File: src/design/zpu_ctrl_cfg.svh
// Bus widths, register map and compatibility constants of the control block
// Included by the package and by the blocks that decode register addresses
`ifndef ZPU_CTRL_CFG_SVH
`define ZPU_CTRL_CFG_SVH

// Bus widths
`define ZPU_DW       32     // Settings and readback data word
`define ZPU_SB_ADDRW 8      // Register address

// Setting register addresses
`define SR_ZPU_SW_RST    8'd0
`define SR_ZPU_LEDS      8'd1
`define SR_ZPU_DEBUG     8'd2
`define SR_ZPU_SFP_CTRL0 8'd3
`define SR_ZPU_SFP_CTRL1 8'd4

// Readback addresses
// Address 4 and all addresses above 6 return zero
`define RB_ZPU_COMPAT       8'd0
`define RB_ZPU_COUNTER      8'd1
`define RB_ZPU_SFP_STATUS0  8'd2
`define RB_ZPU_SFP_STATUS1  8'd3
`define RB_ZPU_ETH0_PKT_CNT 8'd5
`define RB_ZPU_ETH1_PKT_CNT 8'd6

// Compatibility word fields from the most significant down
`define ZPU_PRODUCT_ID   8'h02
`define ZPU_COMPAT_MAJOR 8'h01
`define ZPU_COMPAT_MINOR 16'h0003

`endif

File: src/design/zpu_ctrl_pkg.sv
// Shared types of the control and status block
// Imported by every block that carries data words, addresses or SFP flags
`default_nettype none

`include "zpu_ctrl_cfg.svh"

package zpu_ctrl_pkg;

   // Settings and readback data word
   typedef logic [`ZPU_DW-1:0] word_t;

   // Register address on both buses
   typedef logic [`ZPU_SB_ADDRW-1:0] reg_addr_t;

   // Status pins of one SFP cage
   typedef struct packed {
      logic mod_abs;     // Module absent
      logic tx_fault;    // Transmitter fault
      logic rx_los;      // Receive loss of signal
   } sfp_flags_t;

endpackage

`default_nettype wire

File: src/design/ctrl_bus_bridge.sv
// Host register port to settings bus writes and readback reads
// Every strobe is acknowledged exactly one cycle later
`timescale 1ns/1ps
`default_nettype none

module ctrl_bus_bridge (
   input  wire                       clk,
   input  wire                       rst,
   // Host register port
   input  wire                       host_stb_i,
   input  wire                       host_we_i,
   input  wire zpu_ctrl_pkg::reg_addr_t host_addr_i,
   input  wire zpu_ctrl_pkg::word_t  host_wdata_i,
   output logic                      host_ack_o,
   output zpu_ctrl_pkg::word_t       host_rdata_o,
   // Settings bus
   output logic                      set_stb_o,
   output zpu_ctrl_pkg::reg_addr_t   set_addr_o,
   output zpu_ctrl_pkg::word_t       set_data_o,
   // Readback bus
   output zpu_ctrl_pkg::reg_addr_t   rb_addr_o,
   output logic                      rb_rd_stb_o,
   input  wire zpu_ctrl_pkg::word_t  rb_data_i
);

   //------------------------------------------------------------
   // Acknowledge and settings write strobe
   //------------------------------------------------------------
   always_ff @(posedge clk) begin
      if (rst) begin
         host_ack_o <= 1'b0;
         set_stb_o  <= 1'b0;
      end else begin
         host_ack_o <= host_stb_i;               // One cycle after the request
         set_stb_o  <= host_stb_i & host_we_i;   // Pulses in the ack cycle
      end
   end

   // Address and data of the last write
   always_ff @(posedge clk) begin
      if (host_stb_i && host_we_i) begin
         set_addr_o <= host_addr_i;
         set_data_o <= host_wdata_i;
      end
   end

   //------------------------------------------------------------
   // Readback
   //------------------------------------------------------------
   assign rb_addr_o   = host_addr_i;               // Straight from the host
   assign rb_rd_stb_o = host_stb_i & ~host_we_i;   // Read strobe in the request cycle

   // Read word sampled at the edge that raises ack
   always_ff @(posedge clk) begin
      if (rb_rd_stb_o)
         host_rdata_o <= rb_data_i;   // Held until the next read
   end

   // Host waits for ack before its next request
   a_no_stb_during_ack : assert property (@(posedge clk) disable iff (rst)
      host_stb_i |-> !host_ack_o);

endmodule

`default_nettype wire

File: src/design/zpu_setting_regs.sv
// Setting registers decoded from the settings bus
// Reset, LED, debug and SFP rate-select controls
`timescale 1ns/1ps
`default_nettype none

`include "zpu_ctrl_cfg.svh"

module zpu_setting_regs (
   input  wire                          clk,
   input  wire                          rst,
   // Settings bus
   input  wire                          set_stb_i,
   input  wire zpu_ctrl_pkg::reg_addr_t set_addr_i,
   input  wire zpu_ctrl_pkg::word_t     set_data_i,
   // Register outputs
   output logic [3:0]                   sw_rst_o,
   output logic [15:0]                  leds_o,
   output zpu_ctrl_pkg::word_t          debug_o,
   output logic [1:0]                   sfp0_rs_low_o,
   output logic [1:0]                   sfp1_rs_low_o
);

   import zpu_ctrl_pkg::*;

   word_t debug_q;   // Debug register ahead of the pin stage

   //------------------------------------------------------------
   // Address match keeping the low bits of each register
   //------------------------------------------------------------
   // sw_rst bit 0 resets the PHY, bit 1 the radio clock domain
   // sfpN_rs_low bit n drives RSn low when set
   always_ff @(posedge clk) begin
      if (rst) begin
         sw_rst_o      <= '0;
         leds_o        <= '0;
         debug_q       <= '0;
         sfp0_rs_low_o <= '0;
         sfp1_rs_low_o <= '0;
      end else if (set_stb_i) begin
         case (set_addr_i)
            `SR_ZPU_SW_RST:    sw_rst_o      <= set_data_i[3:0];
            `SR_ZPU_LEDS:      leds_o        <= set_data_i[15:0];   // Ethernet LEDs
            `SR_ZPU_DEBUG:     debug_q       <= set_data_i;
            `SR_ZPU_SFP_CTRL0: sfp0_rs_low_o <= set_data_i[1:0];
            `SR_ZPU_SFP_CTRL1: sfp1_rs_low_o <= set_data_i[1:0];
            default: ;                                             // Not ours
         endcase
      end
   end

   // Extra stage toward the logic analyzer pins
   always_ff @(posedge clk) begin
      if (rst)
         debug_o <= '0;
      else
         debug_o <= debug_q;
   end

   // Address must be clean whenever a write is strobed
   a_addr_known : assert property (@(posedge clk) disable iff (rst)
      set_stb_i |-> !$isunknown(set_addr_i));

endmodule

`default_nettype wire

File: src/design/sfp_monitor.sv
// Status pin monitor for one SFP cage
// Two-stage synchronizer per flag and sticky change bits cleared on read
`timescale 1ns/1ps
`default_nettype none

module sfp_monitor (
   input  wire                           clk,
   input  wire                           rst,
   input  wire zpu_ctrl_pkg::sfp_flags_t pins_i,      // Raw cage pins
   input  wire                           clr_i,       // Status word read
   output zpu_ctrl_pkg::sfp_flags_t      flags_o,     // Synced levels
   output zpu_ctrl_pkg::sfp_flags_t      changed_o    // Sticky change bits
);

   import zpu_ctrl_pkg::*;

   sfp_flags_t sync1_q;     // First stage that may go metastable
   sfp_flags_t sync2_q;     // Second stage
   sfp_flags_t changed_q;

   //------------------------------------------------------------
   // Synchronizer
   //------------------------------------------------------------
   always_ff @(posedge clk) begin
      if (rst) begin
         sync1_q <= '0;
         sync2_q <= '0;
      end else begin
         sync1_q <= pins_i;
         sync2_q <= sync1_q;
      end
   end

   // Change bit sets as the second stage takes a new level
   always_ff @(posedge clk) begin
      if (rst)
         changed_q <= '0;
      else if (clr_i)
         changed_q <= '0;                             // Clear beats a new change
      else
         changed_q <= changed_q | (sync1_q ^ sync2_q);
   end

   assign flags_o   = sync2_q;
   assign changed_o = changed_q;

endmodule

`default_nettype wire

File: src/design/pkt_counter.sv
// Packet counter for one Ethernet port
// Counts stream beats with tlast on receive and transmit, up to 2 per cycle
`timescale 1ns/1ps
`default_nettype none

module pkt_counter (
   input  wire                 clk,
   input  wire                 rst,
   // Receive stream tap
   input  wire                 rx_tlast_i,
   input  wire                 rx_tvalid_i,
   input  wire                 rx_tready_i,
   // Transmit stream tap
   input  wire                 tx_tlast_i,
   input  wire                 tx_tvalid_i,
   input  wire                 tx_tready_i,
   output zpu_ctrl_pkg::word_t count_o
);

   import zpu_ctrl_pkg::*;

   logic       rx_end;    // Last beat of a received packet
   logic       tx_end;    // Last beat of a sent packet
   logic [1:0] inc;       // 0, 1 or 2 per cycle
   word_t      count_q;

   assign rx_end = rx_tlast_i & rx_tvalid_i & rx_tready_i;   // Stalled beat not counted
   assign tx_end = tx_tlast_i & tx_tvalid_i & tx_tready_i;
   assign inc    = {1'b0, rx_end} + {1'b0, tx_end};

   always_ff @(posedge clk) begin
      if (rst)
         count_q <= '0;
      else
         count_q <= count_q + word_t'(inc);   // Wraps at 2^32
   end

   assign count_o = count_q;

endmodule

`default_nettype wire

File: src/design/zpu_readback.sv
// Readback mux with the free-running software timer
// Decodes SFP status reads into clear pulses for the change flags
`timescale 1ns/1ps
`default_nettype none

`include "zpu_ctrl_cfg.svh"

module zpu_readback (
   input  wire                           clk,
   input  wire                           rst,
   // Readback bus
   input  wire zpu_ctrl_pkg::reg_addr_t  rb_addr_i,
   input  wire                           rb_rd_stb_i,
   // Status sources
   input  wire zpu_ctrl_pkg::sfp_flags_t sfp0_flags_i,
   input  wire zpu_ctrl_pkg::sfp_flags_t sfp0_changed_i,
   input  wire zpu_ctrl_pkg::sfp_flags_t sfp1_flags_i,
   input  wire zpu_ctrl_pkg::sfp_flags_t sfp1_changed_i,
   input  wire [15:0]                    gmii_status0_i,
   input  wire [15:0]                    gmii_status1_i,
   input  wire zpu_ctrl_pkg::word_t      eth0_count_i,
   input  wire zpu_ctrl_pkg::word_t      eth1_count_i,
   // Read word and clear-on-read pulses
   output zpu_ctrl_pkg::word_t           rb_data_o,
   output logic                          sfp0_clr_o,
   output logic                          sfp1_clr_o
);

   import zpu_ctrl_pkg::*;

   word_t timer_q;   // Software timer, one tick per clk

   always_ff @(posedge clk) begin
      if (rst)
         timer_q <= '0;
      else
         timer_q <= timer_q + word_t'(1);
   end

   //------------------------------------------------------------
   // Readback mux
   //------------------------------------------------------------
   // SFP word holds GMII status, 10 zero bits, change bits, levels
   always_comb begin
      case (rb_addr_i)
         `RB_ZPU_COMPAT:       rb_data_o = {`ZPU_PRODUCT_ID, `ZPU_COMPAT_MAJOR, `ZPU_COMPAT_MINOR};
         `RB_ZPU_COUNTER:      rb_data_o = timer_q;
         `RB_ZPU_SFP_STATUS0:  rb_data_o = {gmii_status0_i, 10'h0, sfp0_changed_i, sfp0_flags_i};
         `RB_ZPU_SFP_STATUS1:  rb_data_o = {gmii_status1_i, 10'h0, sfp1_changed_i, sfp1_flags_i};
         `RB_ZPU_ETH0_PKT_CNT: rb_data_o = eth0_count_i;
         `RB_ZPU_ETH1_PKT_CNT: rb_data_o = eth1_count_i;
         default:              rb_data_o = '0;   // Unused addresses
      endcase
   end

   // Clear in the strobe cycle while the word above still carries the old flags
   assign sfp0_clr_o = rb_rd_stb_i && (rb_addr_i == `RB_ZPU_SFP_STATUS0);
   assign sfp1_clr_o = rb_rd_stb_i && (rb_addr_i == `RB_ZPU_SFP_STATUS1);

endmodule

`default_nettype wire

File: src/design/zpu_ctrl_top.sv
// Control and status block top level
// Host register port in place of the processor, SFP and Ethernet status taps
`timescale 1ns/1ps
`default_nettype none

module zpu_ctrl_top (
   input  wire                           clk,
   input  wire                           rst,
   // Host register port
   input  wire                           host_stb_i,
   input  wire                           host_we_i,
   input  wire zpu_ctrl_pkg::reg_addr_t  host_addr_i,
   input  wire zpu_ctrl_pkg::word_t      host_wdata_i,
   output logic                          host_ack_o,
   output zpu_ctrl_pkg::word_t           host_rdata_o,
   // SFP cage pins and GMII status words
   input  wire zpu_ctrl_pkg::sfp_flags_t sfp0_pins_i,
   input  wire zpu_ctrl_pkg::sfp_flags_t sfp1_pins_i,
   input  wire [15:0]                    gmii_status0_i,
   input  wire [15:0]                    gmii_status1_i,
   // Ethernet stream taps
   input  wire                           eth0_rx_tlast_i,
   input  wire                           eth0_rx_tvalid_i,
   input  wire                           eth0_rx_tready_i,
   input  wire                           eth0_tx_tlast_i,
   input  wire                           eth0_tx_tvalid_i,
   input  wire                           eth0_tx_tready_i,
   input  wire                           eth1_rx_tlast_i,
   input  wire                           eth1_rx_tvalid_i,
   input  wire                           eth1_rx_tready_i,
   input  wire                           eth1_tx_tlast_i,
   input  wire                           eth1_tx_tvalid_i,
   input  wire                           eth1_tx_tready_i,
   // Setting outputs with rate selects going to open-drain buffers on the board
   output logic [3:0]                    sw_rst_o,
   output logic [15:0]                   leds_o,
   output zpu_ctrl_pkg::word_t           debug_o,
   output logic [1:0]                    sfp0_rs_low_o,
   output logic [1:0]                    sfp1_rs_low_o
);

   import zpu_ctrl_pkg::*;

   logic       set_stb;        // Settings bus
   reg_addr_t  set_addr;
   word_t      set_data;
   reg_addr_t  rb_addr;        // Readback bus
   logic       rb_rd_stb;
   word_t      rb_data;
   sfp_flags_t sfp0_flags;
   sfp_flags_t sfp0_changed;
   sfp_flags_t sfp1_flags;
   sfp_flags_t sfp1_changed;
   logic       sfp0_clr;
   logic       sfp1_clr;
   word_t      eth0_count;
   word_t      eth1_count;

   //------------------------------------------------------------
   // Register access
   //------------------------------------------------------------
   ctrl_bus_bridge i_bridge (
      .clk(clk), .rst(rst),
      .host_stb_i(host_stb_i), .host_we_i(host_we_i), .host_addr_i(host_addr_i),
      .host_wdata_i(host_wdata_i), .host_ack_o(host_ack_o), .host_rdata_o(host_rdata_o),
      .set_stb_o(set_stb), .set_addr_o(set_addr), .set_data_o(set_data),
      .rb_addr_o(rb_addr), .rb_rd_stb_o(rb_rd_stb), .rb_data_i(rb_data)
   );

   zpu_setting_regs i_regs (
      .clk(clk), .rst(rst),
      .set_stb_i(set_stb), .set_addr_i(set_addr), .set_data_i(set_data),
      .sw_rst_o(sw_rst_o), .leds_o(leds_o), .debug_o(debug_o),
      .sfp0_rs_low_o(sfp0_rs_low_o), .sfp1_rs_low_o(sfp1_rs_low_o)
   );

   zpu_readback i_readback (
      .clk(clk), .rst(rst),
      .rb_addr_i(rb_addr), .rb_rd_stb_i(rb_rd_stb),
      .sfp0_flags_i(sfp0_flags), .sfp0_changed_i(sfp0_changed),
      .sfp1_flags_i(sfp1_flags), .sfp1_changed_i(sfp1_changed),
      .gmii_status0_i(gmii_status0_i), .gmii_status1_i(gmii_status1_i),
      .eth0_count_i(eth0_count), .eth1_count_i(eth1_count),
      .rb_data_o(rb_data), .sfp0_clr_o(sfp0_clr), .sfp1_clr_o(sfp1_clr)
   );

   //------------------------------------------------------------
   // Per-cage and per-port status
   //------------------------------------------------------------
   sfp_monitor i_sfp0 (
      .clk(clk), .rst(rst), .pins_i(sfp0_pins_i), .clr_i(sfp0_clr),
      .flags_o(sfp0_flags), .changed_o(sfp0_changed)
   );

   sfp_monitor i_sfp1 (
      .clk(clk), .rst(rst), .pins_i(sfp1_pins_i), .clr_i(sfp1_clr),
      .flags_o(sfp1_flags), .changed_o(sfp1_changed)
   );

   pkt_counter i_eth0_cnt (
      .clk(clk), .rst(rst),
      .rx_tlast_i(eth0_rx_tlast_i), .rx_tvalid_i(eth0_rx_tvalid_i), .rx_tready_i(eth0_rx_tready_i),
      .tx_tlast_i(eth0_tx_tlast_i), .tx_tvalid_i(eth0_tx_tvalid_i), .tx_tready_i(eth0_tx_tready_i),
      .count_o(eth0_count)
   );

   pkt_counter i_eth1_cnt (
      .clk(clk), .rst(rst),
      .rx_tlast_i(eth1_rx_tlast_i), .rx_tvalid_i(eth1_rx_tvalid_i), .rx_tready_i(eth1_rx_tready_i),
      .tx_tlast_i(eth1_tx_tlast_i), .tx_tvalid_i(eth1_tx_tvalid_i), .tx_tready_i(eth1_tx_tready_i),
      .count_o(eth1_count)
   );

endmodule

`default_nettype wire

File: config.mk
export PLATFORM = sky130hd
export DESIGN_NAME = zpu_ctrl_top
export DESIGN_NICKNAME = d
export VERILOG_FILES = /design/src/design/zpu_ctrl_pkg.sv /design/src/design/ctrl_bus_bridge.sv /design/src/design/zpu_setting_regs.sv /design/src/design/sfp_monitor.sv /design/src/design/pkt_counter.sv /design/src/design/zpu_readback.sv /design/src/design/zpu_ctrl_top.sv
export VERILOG_INCLUDE_DIRS = /design/src /design/src/design
export SDC_FILE = /design/constraint.sdc
export NUM_CORES = 1
export LEC_CHECK = 0
export BUFFER_PORTS_ARGS = -buffer_cell sky130_fd_sc_hd__buf_2
export CAP_MARGIN = 20
export CORE_ASPECT_RATIO = 0.8
export CORE_MARGIN = 2
export CORE_UTILIZATION = 61
export DETAILED_ROUTE_END_ITERATION = 12
export GPL_TIMING_DRIVEN = 0
export PLACE_DENSITY = 0.95
export SETUP_SLACK_MARGIN = 0.2
export SYNTH_ARGS = -nofsm -noshare
export SYNTH_HDL_FRONTEND = slang
export SYNTH_HIERARCHICAL = 1
export SYNTH_SLANG_ARGS = --single-unit
export TNS_END_PERCENT = 30
File: constraint.sdc
create_clock -name clk -period 4.3 [get_ports clk]
set_input_delay 0.215 -clock clk [delete_from_list [all_inputs] [get_ports clk]]
set_output_delay 0.215 -clock clk [all_outputs]
set_load 0.005 [all_outputs]
Yosys cells after proc, flatten, opt, wreduce, memory -nomap -nowiden
Index checks and enable logic that the tools add are counted.
Widths: inputs -> output; s select.
{ "op_classes": {"add_sub_neg": 5, "n_eq_ne": 9, "muxes": 1, "n_bitwise": 15, "n_reduce_logical": 12} }
{ "op_table": {"columns": ["operator", "count"], "rows": [
  ["$pmux 32 s6", 1],
  ["$add 32x2->32", 2],
  ["$add 32x1->32 const B", 1],
  ["$eq 8x2->1 const B", 4],
  ["$eq 8x3->1 const B", 3],
  ["$eq 8x1->1 const B", 2],
  ["$logic_not 8->1", 2],
  ["$and 1x1->1", 10],
  ["$reduce_and 2->1", 5],
  ["$or 3x3->3", 2],
  ["$xor 3x3->3", 2],
  ["$add 1x1->2", 2],
  ["$reduce_or 2->1", 2],
  ["$logic_and 1x1->1", 3],
  ["$not 1->1", 1]
]} }
{ "totals": {"reg_bits": 276, "inputBits": 94, "output_inout_bits": 89} }

Logic depth before layout (Yosys ltp)
Gate-level depths: netlist of the first run.
{ "logic_depth": {"ltp_word": 4, "ltp_mapped": 9, "ltp_nobuf": 8} }

Cells and area by module
The synthesis of the first run kept the hierarchy.
{ "by_module_without_submodules": {"columns": ["mod", "n_inst", "cells_each", "area_per_inst_um2", "seq_area_each_um2"], "rows": [
  ["zpu_setting_regs", 1, 271, 3176.8, 1761.7],
  ["zpu_readback", 1, 343, 2611.3, 640.6],
  ["ctrl_bus_bridge", 1, 86, 2294.7, 2202.1],
  ["pkt_counter at i_eth1_cnt", 1, 181, 1570.3, 640.6],
  ["pkt_counter at i_eth0_cnt", 1, 178, 1525.2, 640.6],
  ["sfp_monitor", 2, 22, 285.3, 180.2]
]} }

Least setup slack after synthesis of the first run
Ideal clock, no wire load.
{ "synth_timing": {"kind": "register to register", "start": "register i_eth0_cnt.count_q[0] (netlist: i_eth0_cnt/count_o[0])", "end": "register i_eth0_cnt.count_q[28] (netlist: i_eth0_cnt/count_o[28])", "setup_time_ps": 121, "arrival_time_ps": 2257, "required_time_ps": 4179, "slack_ps": 1922, "path_stages_with_launch": 9, "synth_period_minus_slack_ps": 2378, "cell_sequence": "dfxtp_1 -> inv_1 -> fa_1 -> inv_1 -> ha_1 -> nand4_1 -> or3_1 -> nor4_1 -> mux2_2"} }
{ "synth_between": {"elab_chain_len": 1} }
{ "synth_rtl": {"columns": ["element", "line_no", "source"], "rows": [
  ["start, declared", "pkt_counter.sv:25", "word_t count_q;"],
  ["start signal, assigned", "pkt_counter.sv:35", "count_q <= count_q + word_t'(inc);"],
  ["$add 32x2->32", "pkt_counter.sv:35", null]
]} }
Every way passes these cells.
A chain may end at the register's enable or synchronous reset.

Final worst setup path of the first run
Same ends and word-level chain as after synthesis.

==> impl_summary.txt, run 1 <==
----------------------------------------------------
[Status]
  Result of the run ... completed

[STA]
  Max Clock Skew ... 16.04 ps
  Max Fclk ... 341.9 MHz
  Worst relative slew slack ... 29.01%
  Least setup slack across all paths after layout ... 1375 ps
  Final number of max-transition violations ... 0
  Count of endpoints failing setup in the final report ... 0
  Least-Margin Pin Slew ... 1065 ps
  Minimum period implied by the final worst setup slack ... 2925 ps
  Worst-case hold slack ... 97.71 ps
  Post-Route Setup TNS ... 0 ps
  Final hold violation count ... 0
  Unrepaired setup endpoints after global routing ... false
  Final Cycle Share ... 68.02%

[Power]
  Static Leakage ... 6.000 nW
  Total power density per cell area ... 378.5 nW/µm²
  Max rail drop VDD ... 0.2293 mV
  Post-route total power ... 0.005437 W

[Placed design]
  Setup WS pre-CTS ... 1490 ps
  Port Buf Inserts ... 182
  Placed wire-length estimate ... 23.00 mm
  Dpl cells ... 1,543
  Placer Congestion ... 1.013

[Run]
  Number of maximum-capacitance constraint violations ... 0

[Logic synthesis]
  Top-count cell post-synth ... dfxtp_1
  Top cell type by total area after synthesis ... dfxtp_1
  Number of synthesized flops with an enable pin ... 72
  Share of the synthesized area in the top cell type ... 34.76%
  Leading post-synthesis cells by cell area ... dfxtp_1 (35%), edfxtp_1 (18%), mux2i_1 (4.5%)
  Most frequently used flop master after synthesis ... dfxtp_1
  Area of the mapped netlist ... 11,750 µm²
  Syn avg cell area ... 10.65 µm²
  Number of register bits inferred by synthesis ... 276
  Share of synthesized registers carrying an async set or reset ... 0%
  Most common library cells after synthesis ... dfxtp_1 (204), edfxtp_1 (72), nor2_1 (67)
  Sequential-to-total area share from yosys stat ... 53.16%
  Number of cells produced by synthesis ... 1,103
  Number of library cell types mapped by synthesis ... 61
  Net count after synthesis ... 1,202
  Synth warnings ... 6

[Clocking]
  Count of instances resized after the clock tree is built ... 0
  Clock tree from TritonCTS ... yes
  Clock latency at the later pin of the worst-skew pair ... 530 ps
  Clock Root Buffer ... clkbuf_16
  Worst-case clock buffer depth ... 3
  Sink Count ... 276
  CTS clk-pin slew, worst paths ... 70 ps
  Number of buffers inserted during clock tree synthesis ... 27
  H-tree lvl count ... 1

[Global routing]
  Met3 capacity usage during global routing ... 7.053%
  Global-route congestion overflow total ... 0
  Met2 Use GR ... 53.53%
  Initial antenna violation count ... 2
  Global-route wire length before repair ... 52.62 mm
  Met1 global-route usage ... 44.33%
  Most crowded layer after global routing ... met2
  Via count of the first global-routing pass ... 9,659
  Total routing usage reported by global routing ... 33.10%
  Maximum number of pins on one net before global-route repair ... 41

[Setup path]
  Max stage delay on crit path ... 590 ps
  Timing startpoint of the critical path ... i_eth0_cnt/count_o[0]
  Critical path depth ... 8
  Family with the most delay on the worst path ... simple AND/OR/NAND/NOR gates
  Data required time of the worst path ... 4720 ps
  Number of cells on the worst reg-to-reg path ... 8
  Top fanout value on the critical path ... 9
  Cell mode on critical path ... inv_1
  Critical R2R Launch ... i_eth0_cnt/count_o[0]
  Slowest CP cell ... or3_1
  Worst R2R End ... i_eth0_cnt/count_o[28]
  Cell breakdown of the critical path ... inv_1 > fa_1 > inv_1 > ha_1 > nand4_1 > or3_1 > nor4_1 > mux2_2
  R2R setup slack ... 1370 ps
  Critical path startpoint category ... flip-flop
  Critical Setup Path Class ... flip-flop to flip-flop
  End point of the critical path ... i_eth0_cnt/count_o[28]
  Crit path arrival time ... 3350 ps
  Crit path capture type ... flip-flop
  Number of buffer and inverter stages on the critical path ... 2

[Floorplan]
  Height of the chip ... 128.1 µm
  Starting density of the core ... 62.10%
  Area of the die ... 20,390 µm²
  Placement row count ... 45
  Area of the core ... 18,920 µm²
  Count of boundary I/O pins ... 183
  Die W ... 159.2 µm

[Layout]
  Non-filler instance count after layout ... 1,642
  Growth of design area from synthesis to finish ... 22.28%
  Fraction of final layout cells with drive strength greater than 1 ... 23.01%
  Final layout net count ... 1,461

[Routing]
  Routed len/inst ... 20.90 µm
  Vias ... 9,929
  Total wire length after detailed routing ... 34.32 mm
  Count of routing violations after the opening detailed-route iteration ... 1,027
  DRC violations left ... 0
  Vias per inst ... 6.047
  Residual antenna-violating net count after detailed routing ... 0
  Number of iterations in the first detailed-routing pass ... 7

[Hold path]
  Type of the most critical hold path ... input pin to flip-flop

----------------------------------------------------
[power breakdown]
part | internal, W | switching, W | total [W] | leakage (nW)
clock | 0.00141 | 0.00100 | 0.00241 | 0.444
combinational | 0.000128 | 0.000152 | 0.000280 | 3.22
sequential | 0.00272 | 0.0000303 | 0.00275 | 2.33
[timing repair]
action                                  4_1_cts  5_1_grt
hold buffers                                 48        0
hold endpoints to repair                     48        0
buffers inserted                              0        0
endpoints found under the setup margin        0        0
[cells by family after synthesis]
logic type,count (synthesis),synth area share [%]
AO/OA/AOI/OAI,157,9.095
buffers and inverters,109,4.196
adder cells (fa/ha/maj),5,0.6603
flip-flops,276,53.16
multiplexers,87,8.222
XOR/XNOR,41,3.056
AND/OR/NAND/NOR,428,21.61
[state kept, by name, indices dropped and copies added (netlist names), 4 cells and up]
register and count:
i_bridge/host_rdata_o 32, i_bridge/set_data_o 32, i_eth0_cnt/count_o 32, i_eth1_cnt/count_o 32, i_readback/timer_q 32, i_regs/debug_o 32
i_regs/debug_q 32, i_regs/leds_o 16, i_bridge/set_addr_o 8, i_regs/sw_rst_o 4
[stage by stage]
stage | area (µm²) | util [%]
floorplan | 11750 | -
global placement | 12980 | 68.62
detailed placement | 12980 | 68.62
CTS | 14360 | 75.91
global route | 14370 | 75.94
finish | 14370 | 75.94
[placed cells by master, fill, tap and decap left out, types with 27 or more instances in the layout]
master,n
nor2b_1,61
nand3_1,35
clkbuf_1,45
nor2_1,67
or4_1,31
inv_1,40
dfxtp_1,204
buf_2,194
nand2_1,41
a21oi_1,49
edfxtp_1,72
mux2i_1,53
nand2b_1,57
clkbuf_16,27
dlygate4sd3_1,48
[how the worst min path moves through the flow]
| stage | to | start | cells past startpoint | slack (ps) |
|---|---|---|---|---|
| floorplan | i_bridge/host_ack_o | rst | 1 | 290 |
| global placement | i_bridge/set_data_o[28] | host_wdata_i[28] | 1 | 390 |
| detailed placement | i_bridge/set_data_o[19] | host_wdata_i[19] | 1 | 390 |
| CTS | i_eth1_cnt/count_o[0] | eth1_tx_tvalid_i | 4 | 90 |
| global route | i_eth1_cnt/count_o[0] | eth1_tx_tvalid_i | 4 | 110 |
| finish | i_eth1_cnt/count_o[0] | eth1_tx_tvalid_i | 4 | 100 |
[final cells by class]
cell class	count	area, µm²
multi-input combinational	718	5010
fill	1264	4552
antenna	2	5.005
inverter	40	150.1
tap	258	322.8
clock buffer	36	749.5
buffer	69	342.8
timing repair buffer	230	1391
sequential	276	6246
clock inverter	13	148.9
[worst min-delay path, delay by kind of cell]
family | cells | cell delay [ps]
buf+inv | 1 | 90
fa+ha+maj | 1 | 160
simple gates | 2 | 110
[metal layers]
layer / share of wire, % / vias up
met5: 0 / -
met4: 3.6 / 0
met3: 11 / 103
met2: 46 / 600
met1: 40 / 4733
li1: - / 4493
No activity file was read; power rests on OpenSTA's default activity.
==> inputs of run 2 (changes only) <==
--- a/config.mk
+++ b/config.mk
@@ -6,14 +6,15 @@
 export SDC_FILE = /design/constraint.sdc
 export NUM_CORES = 1
 export LEC_CHECK = 0
+export ABC_AREA = 1
 export BUFFER_PORTS_ARGS = -buffer_cell sky130_fd_sc_hd__buf_2
 export CAP_MARGIN = 20
 export CORE_ASPECT_RATIO = 0.8
 export CORE_MARGIN = 2
-export CORE_UTILIZATION = 61
+export CORE_UTILIZATION = 52
 export DETAILED_ROUTE_END_ITERATION = 12
 export GPL_TIMING_DRIVEN = 0
-export PLACE_DENSITY = 0.95
+export PLACE_DENSITY = 0.87
 export SETUP_SLACK_MARGIN = 0.2
 export SYNTH_ARGS = -nofsm -noshare
 export SYNTH_HDL_FRONTEND = slang
==> constraint.sdc (replaced) <==
create_clock -name clk -period 2.6 [get_ports clk]
set_input_delay 0.13 -clock clk [delete_from_list [all_inputs] [get_ports clk]]
set_output_delay 0.13 -clock clk [all_outputs]
set_load 0.005 [all_outputs]
==> impl_summary.txt, run 2 <==
----------------------------------------------------
[Placed design]
  Port Buf Inserts ... 182 (unchanged)
  Dpl cells ... 2,175 (+41%)
  Setup WS pre-CTS ... 606.0 ps (-883.6 ps)
  Placed wire-length estimate ... 26.72 mm (+16%)
  Cell Area, Placed ... 14,100 µm² (+8.6%)
  Placer Congestion ... 0.9323 (-7.9%)

[Routing]
  Routed len/inst ... 17.28 µm (-17%)
  Total wire length after detailed routing ... 39.70 mm (+16%)
  Number of iterations in the first detailed-routing pass ... 6 (-1)
  Vias ... 12,540 (+26%)
  DRC violations left ... 0 (unchanged)
  Vias per inst ... 5.460 (-9.7%)
  Residual antenna-violating net count after detailed routing ... 0 (unchanged)
  Count of routing violations after the opening detailed-route iteration ... 1,504 (+46%)

[Hold path]
  Hold Path Stages ... 4 (unchanged)
  Worst Hold Launch ... eth1_tx_tvalid_i
  Type of the most critical hold path ... input pin to flip-flop
  End of the worst hold path ... i_eth1_cnt/count_o[0]

[Logic synthesis]
  Number of cells produced by synthesis ... 1,675 (+52%)
  Syn avg cell area ... 7.630 µm² (-28%)
  Top cell type by total area after synthesis ... dfxtp_1
  Net count after synthesis ... 1,774 (+48%)
  Top-count cell post-synth ... nand2_1
  Share of synthesized registers carrying an async set or reset ... 0% (unchanged)
  Leading post-synthesis cells by cell area ... dfxtp_1 (32%), edfxtp_1 (17%), nand2_1 (10%)
  Most common library cells after synthesis ... nand2_1 (345), nor2_1 (340), dfxtp_1 (204)
  Sequential-to-total area share from yosys stat ... 48.87% (-4.3 points)
  Number of library cell types mapped by synthesis ... 38 (-38%)
  Share of the synthesized area in the top cell type ... 31.95% (-2.8 points)
  Number of synthesized flops with an enable pin ... 72 (unchanged)
  Most frequently used flop master after synthesis ... dfxtp_1
  Synth warnings ... 6 (unchanged)
  Number of register bits inferred by synthesis ... 276 (unchanged)
  Area of the mapped netlist ... 12,780 µm² (+8.8%)

[Clocking]
  Worst-case clock buffer depth ... 3 (unchanged)
  H-tree lvl count ... 1 (unchanged)
  CTS clk-pin slew, worst paths ... 70 ps (about the same)
  Clock tree from TritonCTS ... yes
  Clock latency at the later pin of the worst-skew pair ... 560 ps (+30 ps)
  Count of instances resized after the clock tree is built ... 0 (unchanged)
  Clock Root Buffer ... clkbuf_16
  Setup Fix Bufs, Post-CTS ... 0 (unchanged)
  Sink Count ... 276 (unchanged)
  Number of buffers inserted during clock tree synthesis ... 27 (unchanged)

[Setup path]
  Crit path arrival time ... 2630 ps (-720 ps)
  Worst R2R End ... i_eth0_cnt/count_o[14]
  Timing startpoint of the critical path ... i_eth0_cnt/count_o[0]
  Top fanout value on the critical path ... 4 (-5)
  Cell breakdown of the critical path ... inv_1 > fa_1 > inv_1 > ha_1 > nand2_1 > nor2_4 > nand2_2 > nor2_4 > nor2_1 > nor3_1
  Slowest CP cell ... fa_1
  Number of buffer and inverter stages on the critical path ... 2 (unchanged)
  Critical R2R Launch ... i_eth0_cnt/count_o[0]
  Crit path capture type ... flip-flop
  R2R setup slack ... 400 ps (-980 ps)
  Critical path startpoint category ... flip-flop
  Data required time of the worst path ... 3030 ps (-1690 ps)
  Number of cells on the worst reg-to-reg path ... 10 (+2)
  Critical Setup Path Class ... flip-flop to flip-flop
  Max stage delay on crit path ... 440 ps (-150 ps)
  Family with the most delay on the worst path ... simple AND/OR/NAND/NOR gates

[Global routing]
  Total routing usage reported by global routing ... 30.02% (-3.1 points)
  Via count of the first global-routing pass ... 11,470 (+19%)
  Global-route congestion overflow total ... 0 (unchanged)
  Maximum number of pins on one net before global-route repair ... 41 (unchanged)
  Global-route wire length before repair ... 60.37 mm (+15%)
  Initial antenna violation count ... 2 (unchanged)

[Layout]
  Final core utilization ... 65.04% (-11 points)
  Non-filler instance count after layout ... 2,297 (+40%)
  Most common library cell in the layout ignoring fill and taps ... nand2_1
  Fraction of final layout cells with drive strength greater than 1 ... 19.12% (-3.9 points)
  Final layout net count ... 2,055 (+41%)
  Commonest cells after routing, fill and taps aside ... nand2_1 (345), nor2_1 (339), dfxtp_1 (204), buf_2 (204), inv_1 (196)
  Growth of design area from synthesis to finish ... 23.39%
  Final Instance Area ... 15,770 µm² (+9.8%)

[STA]
  Unrepaired setup endpoints after global routing ... false
  Least-Margin Pin Slew ... 1060 ps (-4.862 ps)
  Count of endpoints failing setup in the final report ... 0 (unchanged)
  Minimum period implied by the final worst setup slack ... 2202 ps (-722.6 ps)
  Max Fclk ... 454.0 MHz (+33%)
  Max Clock Skew ... 25.39 ps (+9.346 ps)
  Least setup slack across all paths after layout ... 397.6 ps (-977.4 ps)
  Worst-case hold slack ... 38.75 ps (-58.96 ps)
  Final number of max-transition violations ... 0 (unchanged)
  Worst relative slew slack ... 29.16% (+0.16 points)
  Final Cycle Share ... 84.71% (+17 points)
  Final hold violation count ... 0 (unchanged)

[Run]
  Number of maximum-capacitance constraint violations ... 0 (unchanged)

[Floorplan]
  Starting density of the core ... 52.71% (-9.4 points)
  Count of boundary I/O pins ... 183 (unchanged)
  Die W ... 179.3 µm (+13%)
  Height of the chip ... 144.2 µm (+13%)
  Area of the core ... 24,250 µm² (+28%)
  Placement row count ... 51 (+13%)
  Area of the die ... 25,860 µm² (+27%)

[Status]
  Result of the run ... completed

[Power]
  Total power density per cell area ... 586.7 nW/µm² (+55%)
  Static Leakage ... 6.684 nW (+11%)
  Max rail drop VDD ... 0.4228 mV (+84%)

----------------------------------------------------
-- run 2: changes by cell type after synthesis, moves of 20 or more --
cell      delta
nor2_4      +31
nand2_1    +304
nor2_2      +20
nor2_1     +273
inv_1      +157
or4_1       -31
nand3_1    +153
nor2b_1     -61
clkbuf_1    -35
mux2i_1     -53
nand2_2     +23
a21oi_1     +25
o31ai_1     -26
nand2b_1    -57
-- run 2: routing by layer --
layer / up-vias / part of all wire (%) / track usage, %
met4: 0 / 4.5 / 12.14
li1: 5843 / - / -
met2: 821 / 45 / 48.48
met5: - / 0 / 0
met1: 5708 / 40 / 39.68
met3: 169 / 11 / 5.836
-- run 2: power by group --
part           leakage, nW  switching [W]  internal, W  total, W
registers             2.32      0.0000458      0.00450   0.00454
logic                 3.88       0.000307     0.000213  0.000519
clock network        0.485        0.00175      0.00244   0.00419
-- run 2: per-stage QoR --
stage | total power (W) | TNS [ps]
final | 0.009253 | 0
after floorplan | 0.004861 | 0
after CTS | 0.009249 | 0
after global routing | 0.009520 | 0
after global placement | 0.005033 | -9050
after detailed placement | 0.005049 | 0
-- run 2: logic make-up after synthesis --
| kind of cell | after synthesis | synth area share (%) |
|---|---|---|
| XOR/XNOR | 8 | 0.5482 |
| adder cells (fa/ha/maj) | 5 | 0.6070 |
| buffers and inverters | 266 | 9.114 |
| AND/OR/NAND/NOR | 1007 | 36.13 |
| flip-flops | 276 | 48.87 |
| AO/OA/AOI/OAI | 113 | 4.728 |
-- run 2: what timing repair did --
action	CTS	global route
hold endpoints to repair	62	0
hold buffers	70	0
endpoints found under the setup margin	0	0
-- run 2: how the worst max path moves through the flow --
stage	slack, ps	depth (start not counted)	endpoint
5_1_grt	320	12	i_bridge/host_rdata_o[29]
6_report	400	10	i_eth0_cnt/count_o[14]
3_5_place_dp	610	11	i_eth1_cnt/count_o[20]
3_3_place_gp	-550	8	i_sfp1/changed_o[1]
2_1_floorplan	440	7	i_sfp0/changed_o[0]
4_1_cts	540	12	i_bridge/host_rdata_o[31]
-- run 2: area by class of cell --
| class | count | area (µm²) |
|---|---|---|
| fill | 1855 | 8478 |
| sequential | 276 | 6246 |
| multi-input combinational | 1133 | 5378 |
| timing repair buffer | 252 | 1612 |
| clock buffer | 41 | 874.6 |
| inverter | 207 | 784.5 |
| tap | 318 | 397.9 |
| buffer | 59 | 380.4 |
| clock inverter | 9 | 92.59 |
| antenna | 2 | 5.005 |
-- run 2: tightest hold or removal path, stage by stage --
cell and delay (ps):
buf_2 110, nand3_1 100, fa_1 170, nor2_1 40
